--- config.mk ---
export PLATFORM = sky130hd
export DESIGN_NAME = fake_scanner_top
export DESIGN_NICKNAME = d
export VERILOG_FILES = /design/src/logic/scan_pkg.sv /design/src/logic/scan_timing_gen.sv /design/src/logic/line_packer.sv /design/src/logic/sync_fifo.sv /design/src/logic/fake_scanner_top.sv
export SDC_FILE = /design/constraint.sdc
export NUM_CORES = 1
export LEC_CHECK = 0
export BUFFER_PORTS_ARGS = -buffer_cell sky130_fd_sc_hd__buf_2
export CAP_MARGIN = 20
export CORE_AREA = 8 8 158 160
export DETAILED_ROUTE_END_ITERATION = 16
export DIE_AREA = 0 0 166 168
export PLACE_DENSITY_LB_ADDON = 0.1
export SYNTH_ARGS = -nofsm -noshare
export SYNTH_HDL_FRONTEND = slang
export SYNTH_SLANG_ARGS = --single-unit
--- constraint.sdc ---
create_clock -name clk -period 2.7 [get_ports clk]
set_input_delay 0.54 -clock clk [delete_from_list [all_inputs] [get_ports clk]]
set_output_delay 0.54 -clock clk [all_outputs]
set_load 0.02 [all_outputs]
--- src/logic/scan_pkg.sv ---
`default_nettype none

package scan_pkg;

  // scan timing
  // clock cycles between two ticks
  localparam int LINE_PERIOD = 40;
  // ticks per frame, the last one is the frame event
  localparam int LINES_PER_FRAME = 6;
  // pixel words following each line header
  localparam int PIXELS_PER_LINE = 8;

  // output buffer
  localparam int FIFO_DEPTH = 16;

  // derived widths
  localparam int PERIOD_W = $clog2(LINE_PERIOD);
  localparam int POS_W = $clog2(LINES_PER_FRAME);
  localparam int COL_W = $clog2(PIXELS_PER_LINE);
  localparam int FIFO_AW = $clog2(FIFO_DEPTH);
  // count must reach FIFO_DEPTH itself
  localparam int FIFO_CW = $clog2(FIFO_DEPTH + 1);

  // word payload layout
  localparam int PAYLOAD_W = 14;
  // pixel payload is line index over column
  localparam int LINE_FIELD_W = 6;
  localparam int COL_FIELD_W = 8;

  // kind tag of a word in the stream
  typedef enum logic [1:0] {
    KIND_LINE  = 2'd0,
    KIND_PIXEL = 2'd1,
    KIND_FRAME = 2'd2
  } word_kind_t;

  // one FIFO entry
  typedef struct packed {
    word_kind_t kind;
    logic [PAYLOAD_W-1:0] payload;
  } scan_word_t;

  // request levels from the timing generator
  typedef struct packed {
    logic line;
    logic frame;
  } scan_req_t;

  // done pulses from the packer
  typedef struct packed {
    logic line_done;
    logic frame_done;
  } scan_ack_t;

  // packer FSM
  typedef enum logic [1:0] {
    PK_IDLE   = 2'd0,
    PK_HEADER = 2'd1,
    PK_PIXELS = 2'd2,
    PK_MARKER = 2'd3
  } packer_state_t;

endpackage

`default_nettype wire

--- src/logic/scan_timing_gen.sv ---
`timescale 1ns/1ps
`default_nettype none

// free running stand-in for the mirror timing
// one tick every LINE_PERIOD cycles, last tick of a frame is the frame event
module scan_timing_gen
  import scan_pkg::*;
(
  input  wire logic      clk,
  input  wire logic      rst,
  input  wire scan_ack_t ack,
  output scan_req_t      req,
  output logic           overrun
);

  // cycle counter within one line period
  logic [PERIOD_W-1:0] cnt_d, cnt_q;
  // tick position within the frame
  logic [POS_W-1:0] pos_d, pos_q;
  scan_req_t req_d, req_q;
  logic overrun_d, overrun_q;

  // tick strobe
  logic tick;
  // current tick is the frame slot
  logic frame_slot;
  // any request still waiting for done
  logic pending;

  assign tick = (cnt_q == PERIOD_W'(LINE_PERIOD - 1));
  assign frame_slot = (pos_q == POS_W'(LINES_PER_FRAME - 1));
  assign pending = req_q.line | req_q.frame;

  assign req = req_q;
  assign overrun = overrun_q;

  always_comb begin
    // hold by default
    cnt_d = cnt_q;
    pos_d = pos_q;
    req_d = req_q;
    overrun_d = overrun_q;

    // done drops the matching level next cycle
    if (ack.line_done) begin
      req_d.line = 1'b0;
    end
    if (ack.frame_done) begin
      req_d.frame = 1'b0;
    end

    if (tick) begin
      cnt_d = '0;
      // position keeps counting even when the event is dropped
      if (frame_slot) begin
        pos_d = '0;
      end else begin
        pos_d = pos_q + 1'b1;
      end

      if (pending) begin
        // consumer too slow, lose this event
        overrun_d = 1'b1;
      end else if (frame_slot) begin
        req_d.frame = 1'b1;
      end else begin
        req_d.line = 1'b1;
      end
    end else begin
      cnt_d = cnt_q + 1'b1;
    end
  end

  always_ff @(posedge clk) begin
    if (rst) begin
      cnt_q <= '0;
      pos_q <= '0;
      req_q <= '0;
      overrun_q <= 1'b0;
    end else begin
      cnt_q <= cnt_d;
      pos_q <= pos_d;
      req_q <= req_d;
      overrun_q <= overrun_d;
    end
  end

  // one request kind at a time
  a_req_exclusive : assert property (
    @(posedge clk) disable iff (rst)
    !(req.line && req.frame)
  );

  // packer may only answer a raised request
  a_done_needs_req : assert property (
    @(posedge clk) disable iff (rst)
    (ack.line_done |-> req.line) and (ack.frame_done |-> req.frame)
  );

endmodule

`default_nettype wire

--- src/logic/line_packer.sv ---
`timescale 1ns/1ps
`default_nettype none

// turns line and frame requests into scan words for the FIFO
// line is one header then PIXELS_PER_LINE pixels, frame is one marker
module line_packer
  import scan_pkg::*;
(
  input  wire logic      clk,
  input  wire logic      rst,
  input  wire scan_req_t req,
  input  wire logic      full,
  output scan_ack_t      ack,
  output logic           wr_en,
  output scan_word_t     wr_word
);

  packer_state_t state_d, state_q;

  // line index within the frame
  logic [POS_W-1:0] line_d, line_q;
  // pixel column within the line
  logic [COL_W-1:0] col_d, col_q;
  // frame marker count, wraps at 2^14
  logic [PAYLOAD_W-1:0] frame_d, frame_q;

  // a word is offered in every non idle state
  logic busy;
  // last pixel column reached
  logic last_col;

  assign busy = (state_q != PK_IDLE);
  assign last_col = (col_q == COL_W'(PIXELS_PER_LINE - 1));

  // stall on full, word stays put
  assign wr_en = busy & ~full;

  always_comb begin
    state_d = state_q;
    line_d = line_q;
    col_d = col_q;
    frame_d = frame_q;
    ack = '0;
    wr_word.kind = KIND_LINE;
    wr_word.payload = '0;

    case (state_q)
      PK_IDLE: begin
        // line first, though both never show together
        if (req.line) begin
          state_d = PK_HEADER;
        end else if (req.frame) begin
          state_d = PK_MARKER;
        end
      end

      PK_HEADER: begin
        wr_word.kind = KIND_LINE;
        wr_word.payload = PAYLOAD_W'(line_q);
        if (!full) begin
          col_d = '0;
          state_d = PK_PIXELS;
        end
      end

      PK_PIXELS: begin
        // line index over column
        wr_word.kind = KIND_PIXEL;
        wr_word.payload = {LINE_FIELD_W'(line_q), COL_FIELD_W'(col_q)};
        if (!full) begin
          if (last_col) begin
            // done together with the last pixel
            ack.line_done = 1'b1;
            line_d = line_q + 1'b1;
            state_d = PK_IDLE;
          end else begin
            col_d = col_q + 1'b1;
          end
        end
      end

      PK_MARKER: begin
        wr_word.kind = KIND_FRAME;
        wr_word.payload = frame_q;
        if (!full) begin
          ack.frame_done = 1'b1;
          frame_d = frame_q + 1'b1;
          // next frame starts at line 0
          line_d = '0;
          state_d = PK_IDLE;
        end
      end

      default: begin
        state_d = PK_IDLE;
      end
    endcase
  end

  always_ff @(posedge clk) begin
    if (rst) begin
      state_q <= PK_IDLE;
      line_q <= '0;
      col_q <= '0;
      frame_q <= '0;
    end else begin
      state_q <= state_d;
      line_q <= line_d;
      col_q <= col_d;
      frame_q <= frame_d;
    end
  end

  // full comes from the FIFO, never push into it
  a_no_write_when_full : assert property (
    @(posedge clk) disable iff (rst)
    full |-> !wr_en
  );

endmodule

`default_nettype wire

--- src/logic/sync_fifo.sv ---
`timescale 1ns/1ps
`default_nettype none

// show-ahead FIFO of scan words
// head word sits on rd_word while empty is low
module sync_fifo
  import scan_pkg::*;
(
  input  wire logic       clk,
  input  wire logic       rst,
  input  wire logic       wr_en,
  input  wire scan_word_t wr_word,
  input  wire logic       rd_en,
  output scan_word_t      rd_word,
  output logic            full,
  output logic            empty
);

  // storage
  scan_word_t mem [FIFO_DEPTH];

  logic [FIFO_AW-1:0] wr_ptr, rd_ptr;
  logic [FIFO_CW-1:0] count;

  // accepted transfers
  logic do_wr;
  logic do_rd;

  // writes into a full FIFO and reads from an empty one are ignored
  assign do_wr = wr_en & ~full;
  assign do_rd = rd_en & ~empty;

  assign full = (count == FIFO_CW'(FIFO_DEPTH));
  assign empty = (count == '0);

  // head of queue straight from the array
  assign rd_word = mem[rd_ptr];

  always_ff @(posedge clk) begin
    if (do_wr) begin
      mem[wr_ptr] <= wr_word;
    end
  end

  always_ff @(posedge clk) begin
    if (rst) begin
      wr_ptr <= '0;
      rd_ptr <= '0;
      count <= '0;
    end else begin
      // pointers wrap at the last entry
      if (do_wr) begin
        wr_ptr <= (wr_ptr == FIFO_AW'(FIFO_DEPTH - 1)) ? '0 : wr_ptr + 1'b1;
      end
      if (do_rd) begin
        rd_ptr <= (rd_ptr == FIFO_AW'(FIFO_DEPTH - 1)) ? '0 : rd_ptr + 1'b1;
      end
      // simultaneous push and pop leave count alone
      case ({do_wr, do_rd})
        2'b10:   count <= count + 1'b1;
        2'b01:   count <= count - 1'b1;
        default: count <= count;
      endcase
    end
  end

  // occupancy stays within the array
  a_count_bound : assert property (
    @(posedge clk) disable iff (rst)
    count <= FIFO_CW'(FIFO_DEPTH)
  );

endmodule

`default_nettype wire

--- src/logic/fake_scanner_top.sv ---
`timescale 1ns/1ps
`default_nettype none

// scanner subsystem
// timing generator feeds the packer, packer fills the FIFO, reader drains it
module fake_scanner_top
  import scan_pkg::*;
(
  input  wire logic clk,
  input  wire logic rst,
  input  wire logic rd_en,
  output scan_word_t rd_word,
  output logic      empty,
  output logic      overrun
);

  // request levels and done pulses
  scan_req_t req;
  scan_ack_t ack;

  // packer to FIFO
  logic       wr_en;
  scan_word_t wr_word;
  logic       full;

  scan_timing_gen u_timing (
    .clk     (clk),
    .rst     (rst),
    .ack     (ack),
    .req     (req),
    .overrun (overrun)
  );

  line_packer u_packer (
    .clk     (clk),
    .rst     (rst),
    .req     (req),
    .full    (full),
    .ack     (ack),
    .wr_en   (wr_en),
    .wr_word (wr_word)
  );

  // show-ahead output buffer
  sync_fifo u_fifo (
    .clk     (clk),
    .rst     (rst),
    .wr_en   (wr_en),
    .wr_word (wr_word),
    .rd_en   (rd_en),
    .rd_word (rd_word),
    .full    (full),
    .empty   (empty)
  );

endmodule

`default_nettype wire

==> metrics.csv, run 1 <==
stage,metric,value,unit
run_status,status,"complete, but fails checks",
run_status,violations,negative setup slack,
critical_path,cp-end-kind,primary output,
critical_path,slowest_delay,0.49,ns
clocking,path_clk_slew,0.06,ns
die,die_x,166,um
clocking,ctsHoldBuffers,0,
pwr,p_per_area,734,nW/um2
grt,overflow,0,
clocking,htreeDepth,1,
critical_path,cp_top_family,buffers and inverters,
timing,fin_setup_tns,-0.818,ns
pwr,p_leak,4.53,nW
synthesis,syn_nets,735,
pwr,power_frac_clock,38.7,%
critical_path,path_cells,"buf_12, buf_12, buf_4, mux4_2, a22oi_1, nand2_1, buf_6",
grt,met1_usage,25.7,%
die,std_cell_rows,55,
die,ios,21,
die,die-area,27900,um2
final_layout,syn2layout_area_growth,16.6,%
synthesis,synth-edff-count,256,
grt,grt_pass1_wl,40400,um
synthesis,syn_inst,718,
pwr,comb_power_share,12.9,%
synthesis,synth_ff_type,edfxtp_1,
drt,wire_per_inst,24.6,um
grt,use_met3,2.62,%
timing,timing_hold_violations_final,0,
timing,worst_slack,-0.133,ns
die,die_height,168,um
final_layout,antenna_cells,0,
clocking,cts_tree,done,
critical_path,path_max_fanout,5,
die,core_area,22400,um2
clocking,root_buffer,clkbuf_16,
synthesis,synth_seq_cells,307,
drt,viasPerCell,6.26,
job,maxCapViolCount,0,
critical_path,critPathKind,flip-flop to primary output,
grt,grt_busiest_layer,met2,
timing,setup_viol,16,
grt,grt_pass1_vias,6877,
pwr,netSwitchingPower,2.31,mW
placed_design,gp_congestion,0.825,
placed_design,place.detailed.hpwl,14800,um
timing,max_freq,353,MHz
clocking,clockBufferDepth,3,
drt,wl,27000,um
timing,finalCriticalPeriod,2.83,ns
placed_design,portBuffers,20,
final_layout,final_nets,805,
pwr,peakVddDrop,495,uV
hold_path,holdCritPathClass,flip-flop to flip-flop,
critical_path,worstPathArrival,2.29,ns
timing,whs,0.448,ns
synthesis,ys_seq_area_share,70.5,%
drt,num_vias,6862,
timing,relSlewSlack,31.9,%
drt,post-route-drc-count,0,
synthesis,ys_types,58,
synthesis,syn-cell-area,12400,um2
synthesis,synth-async-reset-ratio,0,%
grt,use_met2,31.5,%
timing,grt_setup_unrepaired,yes,
pwr,p_sw_share,21.9,%
synthesis,ys_warn_count,0,
critical_path,path_buf_inv,4,
timing,worst_pin_slew,1.02,ns
critical_path,startpoint_type,flip-flop,
clocking,numCtsBuffers,31,
final_layout,fin_cells,1096,
drt,dr.pass1.iters,5,
clocking,cts_sinks,307,
drt,ant_nets,0,
grt,grt_start_max_net_pins,43,
grt,grt_util_all_layers,18.9,%
placed_design,placed_cells,1018,
timing,fin_crit_sh,105,%
critical_path,cp_data_required_time,2.16,ns
pwr,power,10.6,mW
timing,skew,0.0113,ns
synthesis,avgSynthCellArea,17.2,um2
critical_path,slowest_stage,mux4_2,
final_layout,drive_gt1_share,27.9,%
clocking,clk-insertion-delay-late,0.55,ns
die,start_util,55.2,%
pwr,seqPwrFrac,48.4,%
timing,slew_violations,0,
critical_path,cp_common_cell,buf_12,
pwr,power.internal,8.27,mW
grt,antenna_found_initial,0,
drt,drt-initial-drc-count,658,
## cell type report
class,count,area (um2)
Timing Repair Buffer,79,797
Fill cell,1510,7960
Clock inverter,11,104
Multi-Input combinational cell,360,3530
Inverter,9,33.8
Tap cell,285,357
Clock buffer,45,875
Sequential cell,307,8710
## cells in the final DEF (no fill, tap or decap), types with 15 or more instances in the layout
| master | instances |
|---|---|
| a21oi_1 | 21 |
| a22oi_1 | 16 |
| a22oi_2 | 16 |
| and3_1 | 23 |
| buf_4 | 44 |
| clkbuf_16 | 35 |
| dfxtp_1 | 49 |
| edfxtp_1 | 256 |
| mux4_2 | 64 |
| nand2_1 | 29 |
| nand3_1 | 15 |
| nor2_1 | 34 |
## Yosys cell counts (10+ instances only)
master,number,share of area (%)
edfxtp_1,256,62
mux4_2,64,12
dfxtp_1,51,8.3
nor2_1,34,1.0
a22oi_1,32,1.9
nand2_1,31,0.94
clkbuf_1,26,0.79
and3_1,23,1.2
a21oi_1,21,0.85
nand3_1,15,0.61
ha_1,14,1.4
o21ai_0,13,0.53
xnor2_1,12,0.85
buf_2,11,0.45
nor2b_1,10,0.51
## registers in the layout (all words and copies together), names as in the netlist, named ones only
name / cells
u_fifo.count: 5
u_timing.pos_q: 3
u_fifo.mem: 256
u_packer.line_q: 3
u_timing.overrun: 1
u_timing.cnt_q: 6
u_timing.req: 2
u_packer.col_q: 3
u_packer.frame_q: 14
u_packer.state_q: 2
u_fifo.wr_ptr: 4
u_fifo.rd_ptr: 4
## power by group through the flow
stage               combinational (mW)  sequential (mW)  clock, mW
CTS                               1.13             5.13       4.16
global route                      1.46             5.12       4.35
floorplan                        0.782             5.20          0
detailed placement                1.01             5.23          0
global placement                 0.994             5.22          0
finish                            1.36             5.12       4.09
## what timing repair did
item | 4_1_cts | 5_1_grt
gates resized for setup | 5 | 31
setup endpoints to repair | 16 | 18
gates cloned | 2 | 4
pin swaps | 0 | 10
buffers inserted | 2 | 13
## cell families after synthesis
group	count (synthesis)	share of synthesized area, %
AO/OA/AOI/OAI	94	5.57
XOR/XNOR	19	1.35
adder cells (fa/ha/maj)	14	1.42
buffers and inverters	51	1.78
flip-flops	307	70.5
multiplexers	76	12.7
AND/OR/NAND/NOR	157	6.71
## worst min-delay path, stage by stage, from the launching register on
cell,delay [ns]
dfxtp_1,0.31
inv_1,0.05
a21oi_1,0.05
## through the flow
| stage | cell area, um2 | setup slack, ns | util (%) |
|---|---|---|---|
| 2_1_floorplan | 12400 | 0.0448 | - |
| 3_3_place_gp | 13000 | 0.173 | 58.0 |
| 3_5_place_dp | 13000 | 0.0280 | 58.0 |
| 4_1_cts | 14100 | -0.126 | 62.9 |
| 5_1_grt | 14400 | -0.233 | 64.4 |
| 6_report | 14400 | -0.133 | 64.4 |
## final timing paths
path	start	end	slack (ns)	cells after the start
setup / recovery	flip-flop	rd_word[8]	-0.13	7
hold / removal	u_timing.overrun	u_timing.overrun	0.45	2
setup reg to reg	u_fifo.count[2]	u_fifo.count[4]	0.12	10
hold reg to reg	u_timing.overrun	u_timing.overrun	0.45	2
## routing by layer
metal	vias up	wire length (um)	share of wire [%]
li1	3016	-	-
met1	3604	11600	43
met2	201	13300	49
met3	41	1450	5.4
met4	0	579	2.1
met5	-	0	0
(Power assumes the default switching activity.)
==> inputs of run 2 (changes only) <==
- ABC_AREA: unset -> 1
- CORE_AREA: 8 8 158 160 -> 8 8 161 163
- DIE_AREA: 0 0 166 168 -> 0 0 169 171
==> run 2 against run 1 <==
The flow now finishes without violations. Synthesized area is 5.9% higher. Worst setup slack better by 0.24 ns. Via count is 25% higher. Clock-buffer cell count is 2 lower. Die area is 3.6% higher. Critical endpoint is now rd_word[9]. Fmax is 9.1% higher. Core utilization is 0.70 points lower. Global-route usage is 1.3 points higher. Worst hold slack worse by 0.031 ns. First-iteration DRC count is 15% higher. Combinational power is 140% higher. Final area is 2.9% higher.
==> metrics.csv, run 2 <==
stage,metric,value,unit
timing,whs,0.417,ns
critical_path,worstPathArrival,2.06,ns
hold_path,hold_end,u_fifo.rd_ptr[3],
synthesis,synth-edff-count,256,
synthesis,synth_area_leaders,"edfxtp_1, dfxtp_1, inv_1",
clocking,numCtsBuffers,31,
critical_path,r2r_start,u_fifo.count[0],
critical_path,r2r-end,u_fifo.count[4],
synthesis,ys_types,41,
grt,grt_util_all_layers,20.2,%
final_layout,reg_top3,"u_fifo.mem (256), u_packer.frame_q (14), u_timing.cnt_q (6)",
critical_path,worstRegToRegCells,15,
grt,antenna_found_initial,0,
final_layout,antenna_cells,0,
hold_path,holdCritPathClass,input port to flip-flop,
drt,dr.pass1.iters,5,
grt,grt_pass1_vias,8264,
synthesis,synth.most_common_cell,edfxtp_1,
grt,grt_start_max_net_pins,95,
die,start_util,56.2,%
pwr,p_per_area,876,nW/um2
critical_path,critPathKind,flip-flop to primary output,
grt,grt_pass1_wl,45500,um
critical_path,path_buf_inv,2,
critical_path,path_max_fanout,94,
die,die-area,28900,um2
critical_path,path_cells,"buf_16, nand2_1, o211ai_1, nand3_1, nand3_1, nand2_1, buf_2",
grt,overflow,0,
final_layout,final_nets,1267,
final_layout,most-common-layout-cells,"edfxtp_1, inv_1, nand2_1, nand3_1, a21oi_1",
synthesis,ys_seq_area_share,66.6,%
timing,worst_pin_slew,0.601,ns
clocking,htreeDepth,1,
die,ios,21,
die,die_x,169,um
timing,slew_violations,0,
critical_path,slowest_stage,dfxtp_4,
die,core_area,23300,um2
critical_path,r2r_setup_slack,0.36,ns
run_status,status,"finished, final reports clean",
synthesis,synth_seq_cells,307,
final_layout,largest_register,u_fifo.mem,
hold_path,hold_depth,4,
synthesis,synth_common_cells,"edfxtp_1, inv_1, nand2_1",
critical_path,cp_top_family,buffers and inverters,
hold_path,min_from,rd_en,
clocking,cts_tree,done,
pwr,peakVddDrop,563,uV
synthesis,syn-cell-area,13100,um2
synthesis,ys_warn_count,0,
synthesis,syn_inst,1205,
drt,drt-initial-drc-count,754,
timing,timing_hold_violations_final,0,
drt,ant_nets,0,
clocking,clockBufferDepth,3,
critical_path,cp_data_required_time,2.16,ns
drt,viasPerCell,5.37,
clocking,path_clk_slew,0.06,ns
placed_design,portBuffers,20,
drt,post-route-drc-count,0,
final_layout,syn2layout_area_growth,13.3,%
clocking,root_buffer,clkbuf_16,
placed_design,place.detailed.hpwl,17000,um
clocking,ctsHoldBuffers,0,
timing,relSlewSlack,60.0,%
synthesis,syn_nets,1222,
die,die_height,171,um
timing,setup_viol,0,
placed_design,gp_congestion,0.819,
timing,max_freq,385,MHz
final_layout,largest_reg_flops,256,
synthesis,synth-async-reset-ratio,0,%
drt,num_vias,8563,
timing,finalCriticalPeriod,2.60,ns
critical_path,slowest_delay,0.42,ns
synthesis,avgSynthCellArea,10.9,um2
drt,wire_per_inst,18.0,um
pwr,p_leak,5.60,nW
final_layout,mostFrequentLayoutCell,edfxtp_1,
synthesis,synth_ff_type,edfxtp_1,
die,std_cell_rows,56,
critical_path,startpoint_type,flip-flop,
final_layout,drive_gt1_share,12.0,%
timing,skew,0.0171,ns
clocking,cts_sinks,307,
pwr,power,13.0,mW
timing,fin_crit_sh,96.2,%
critical_path,cp-end-kind,primary output,
drt,wl,28700,um
job,maxCapViolCount,0,
synthesis,synth_top_cell_by_area,edfxtp_1,
synthesis,netlist.area_leader.share,58.8,%
clocking,clk-insertion-delay-late,0.56,ns
[run 2: cell types whose count changed after synthesis, sizes merged, moves of 16 or more]
cell    previous run  this run
a21oi             22        90
a22oi             32         1
and3              23         1
buf               16        32
inv                9       184
mux4              64         0
nand2             31       172
nand3             15       126
nor2              34        72
o211ai             2        65
o21ai             13        77
[run 2: report_power, final]
group          switching [mW]  internal, mW  total, mW
logic                    2.14          1.07       3.21
registers               0.176          5.46       5.63
clock network            1.71          2.43       4.14
[run 2: kinds of logic (layout without fill, tap and decap cells)]
kind of cell             after synthesis  count (layout)  share of synthesized area [%]
buffers and inverters                245             315                           7.60
AND/OR/NAND/NOR                      387             387                           13.1
adder cells (fa/ha/maj)               14              14                           1.34
XOR/XNOR                              10              10                          0.670
flip-flops                           307             307                           66.6
AO/OA/AOI/OAI                        242             242                           10.7
[run 2: worst reg2reg max path, cell delays in order (launching register included)]
cell and delay (ns):
dfxtp_1 0.35, nor2_2 0.19, nand4_1 0.13, nand2_1 0.20
inv_1 0.14, ha_1 0.30, xor2_1 0.23, ha_1 0.20
inv_1 0.04, nand2_1 0.09, nand3_1 0.10, nand2_1 0.07
nand2_1 0.04, nand2_1 0.05, nand2_1 0.04, a21oi_1 0.11
[run 2: cell type report]
cell class              count  area, um2
flip-flops and latches    307       8720
fillers                  1853       8440
multi-input cells         653       3420
clock buffers              43        871
inverters                 187        708
repair buffers             70        586
well taps                 319        399
clock inverters            15        125
[run 2: routing by layer]
layer | routed length, um | up-vias | GRT usage (%)
met1 | 12500 | 4072 | 26.6
li1 | - | 4241 | -
met5 | 0 | - | 0
met2 | 14100 | 207 | 34.7
met4 | 545 | 0 | 5.93
met3 | 1630 | 43 | 2.47
[run 2: metrics by stage]
step	TNS (ns)	instance area, um2	util (%)	cells	worst slack (ns)
5_1_grt	-0.0131	14800	63.7	1594	-0.0128
6_report	0	14800	63.7	1594	0.103
2_1_floorplan	0	13100	-	1205	0.712
3_3_place_gp	0	13800	59.3	1534	0.498
3_5_place_dp	0	13800	59.3	1534	0.399
4_1_cts	0	14800	63.6	1592	0.0706
[run 2: worst max path at each step]
stage                     from         endpoint  slack, ns  cells after the start
2_1_floorplan  u_fifo.count[0]  u_fifo.count[4]       0.71                     15
3_3_place_gp   u_fifo.count[0]  u_fifo.count[4]       0.50                     15
3_5_place_dp   u_fifo.count[0]  u_fifo.count[4]       0.40                     15
4_1_cts              flip-flop       rd_word[9]       0.07                      7
5_1_grt              flip-flop      rd_word[15]      -0.01                      7
6_report             flip-flop       rd_word[9]       0.10                      7
[run 2: what timing repair did]
| item | in CTS | in global routing |
|---|---|---|
| setup buffers | 0 | 1 |
| endpoints found under the setup margin | 0 | 8 |
| gates resized for setup | 0 | 3 |
| endpoints found under the hold margin | 0 | 0 |
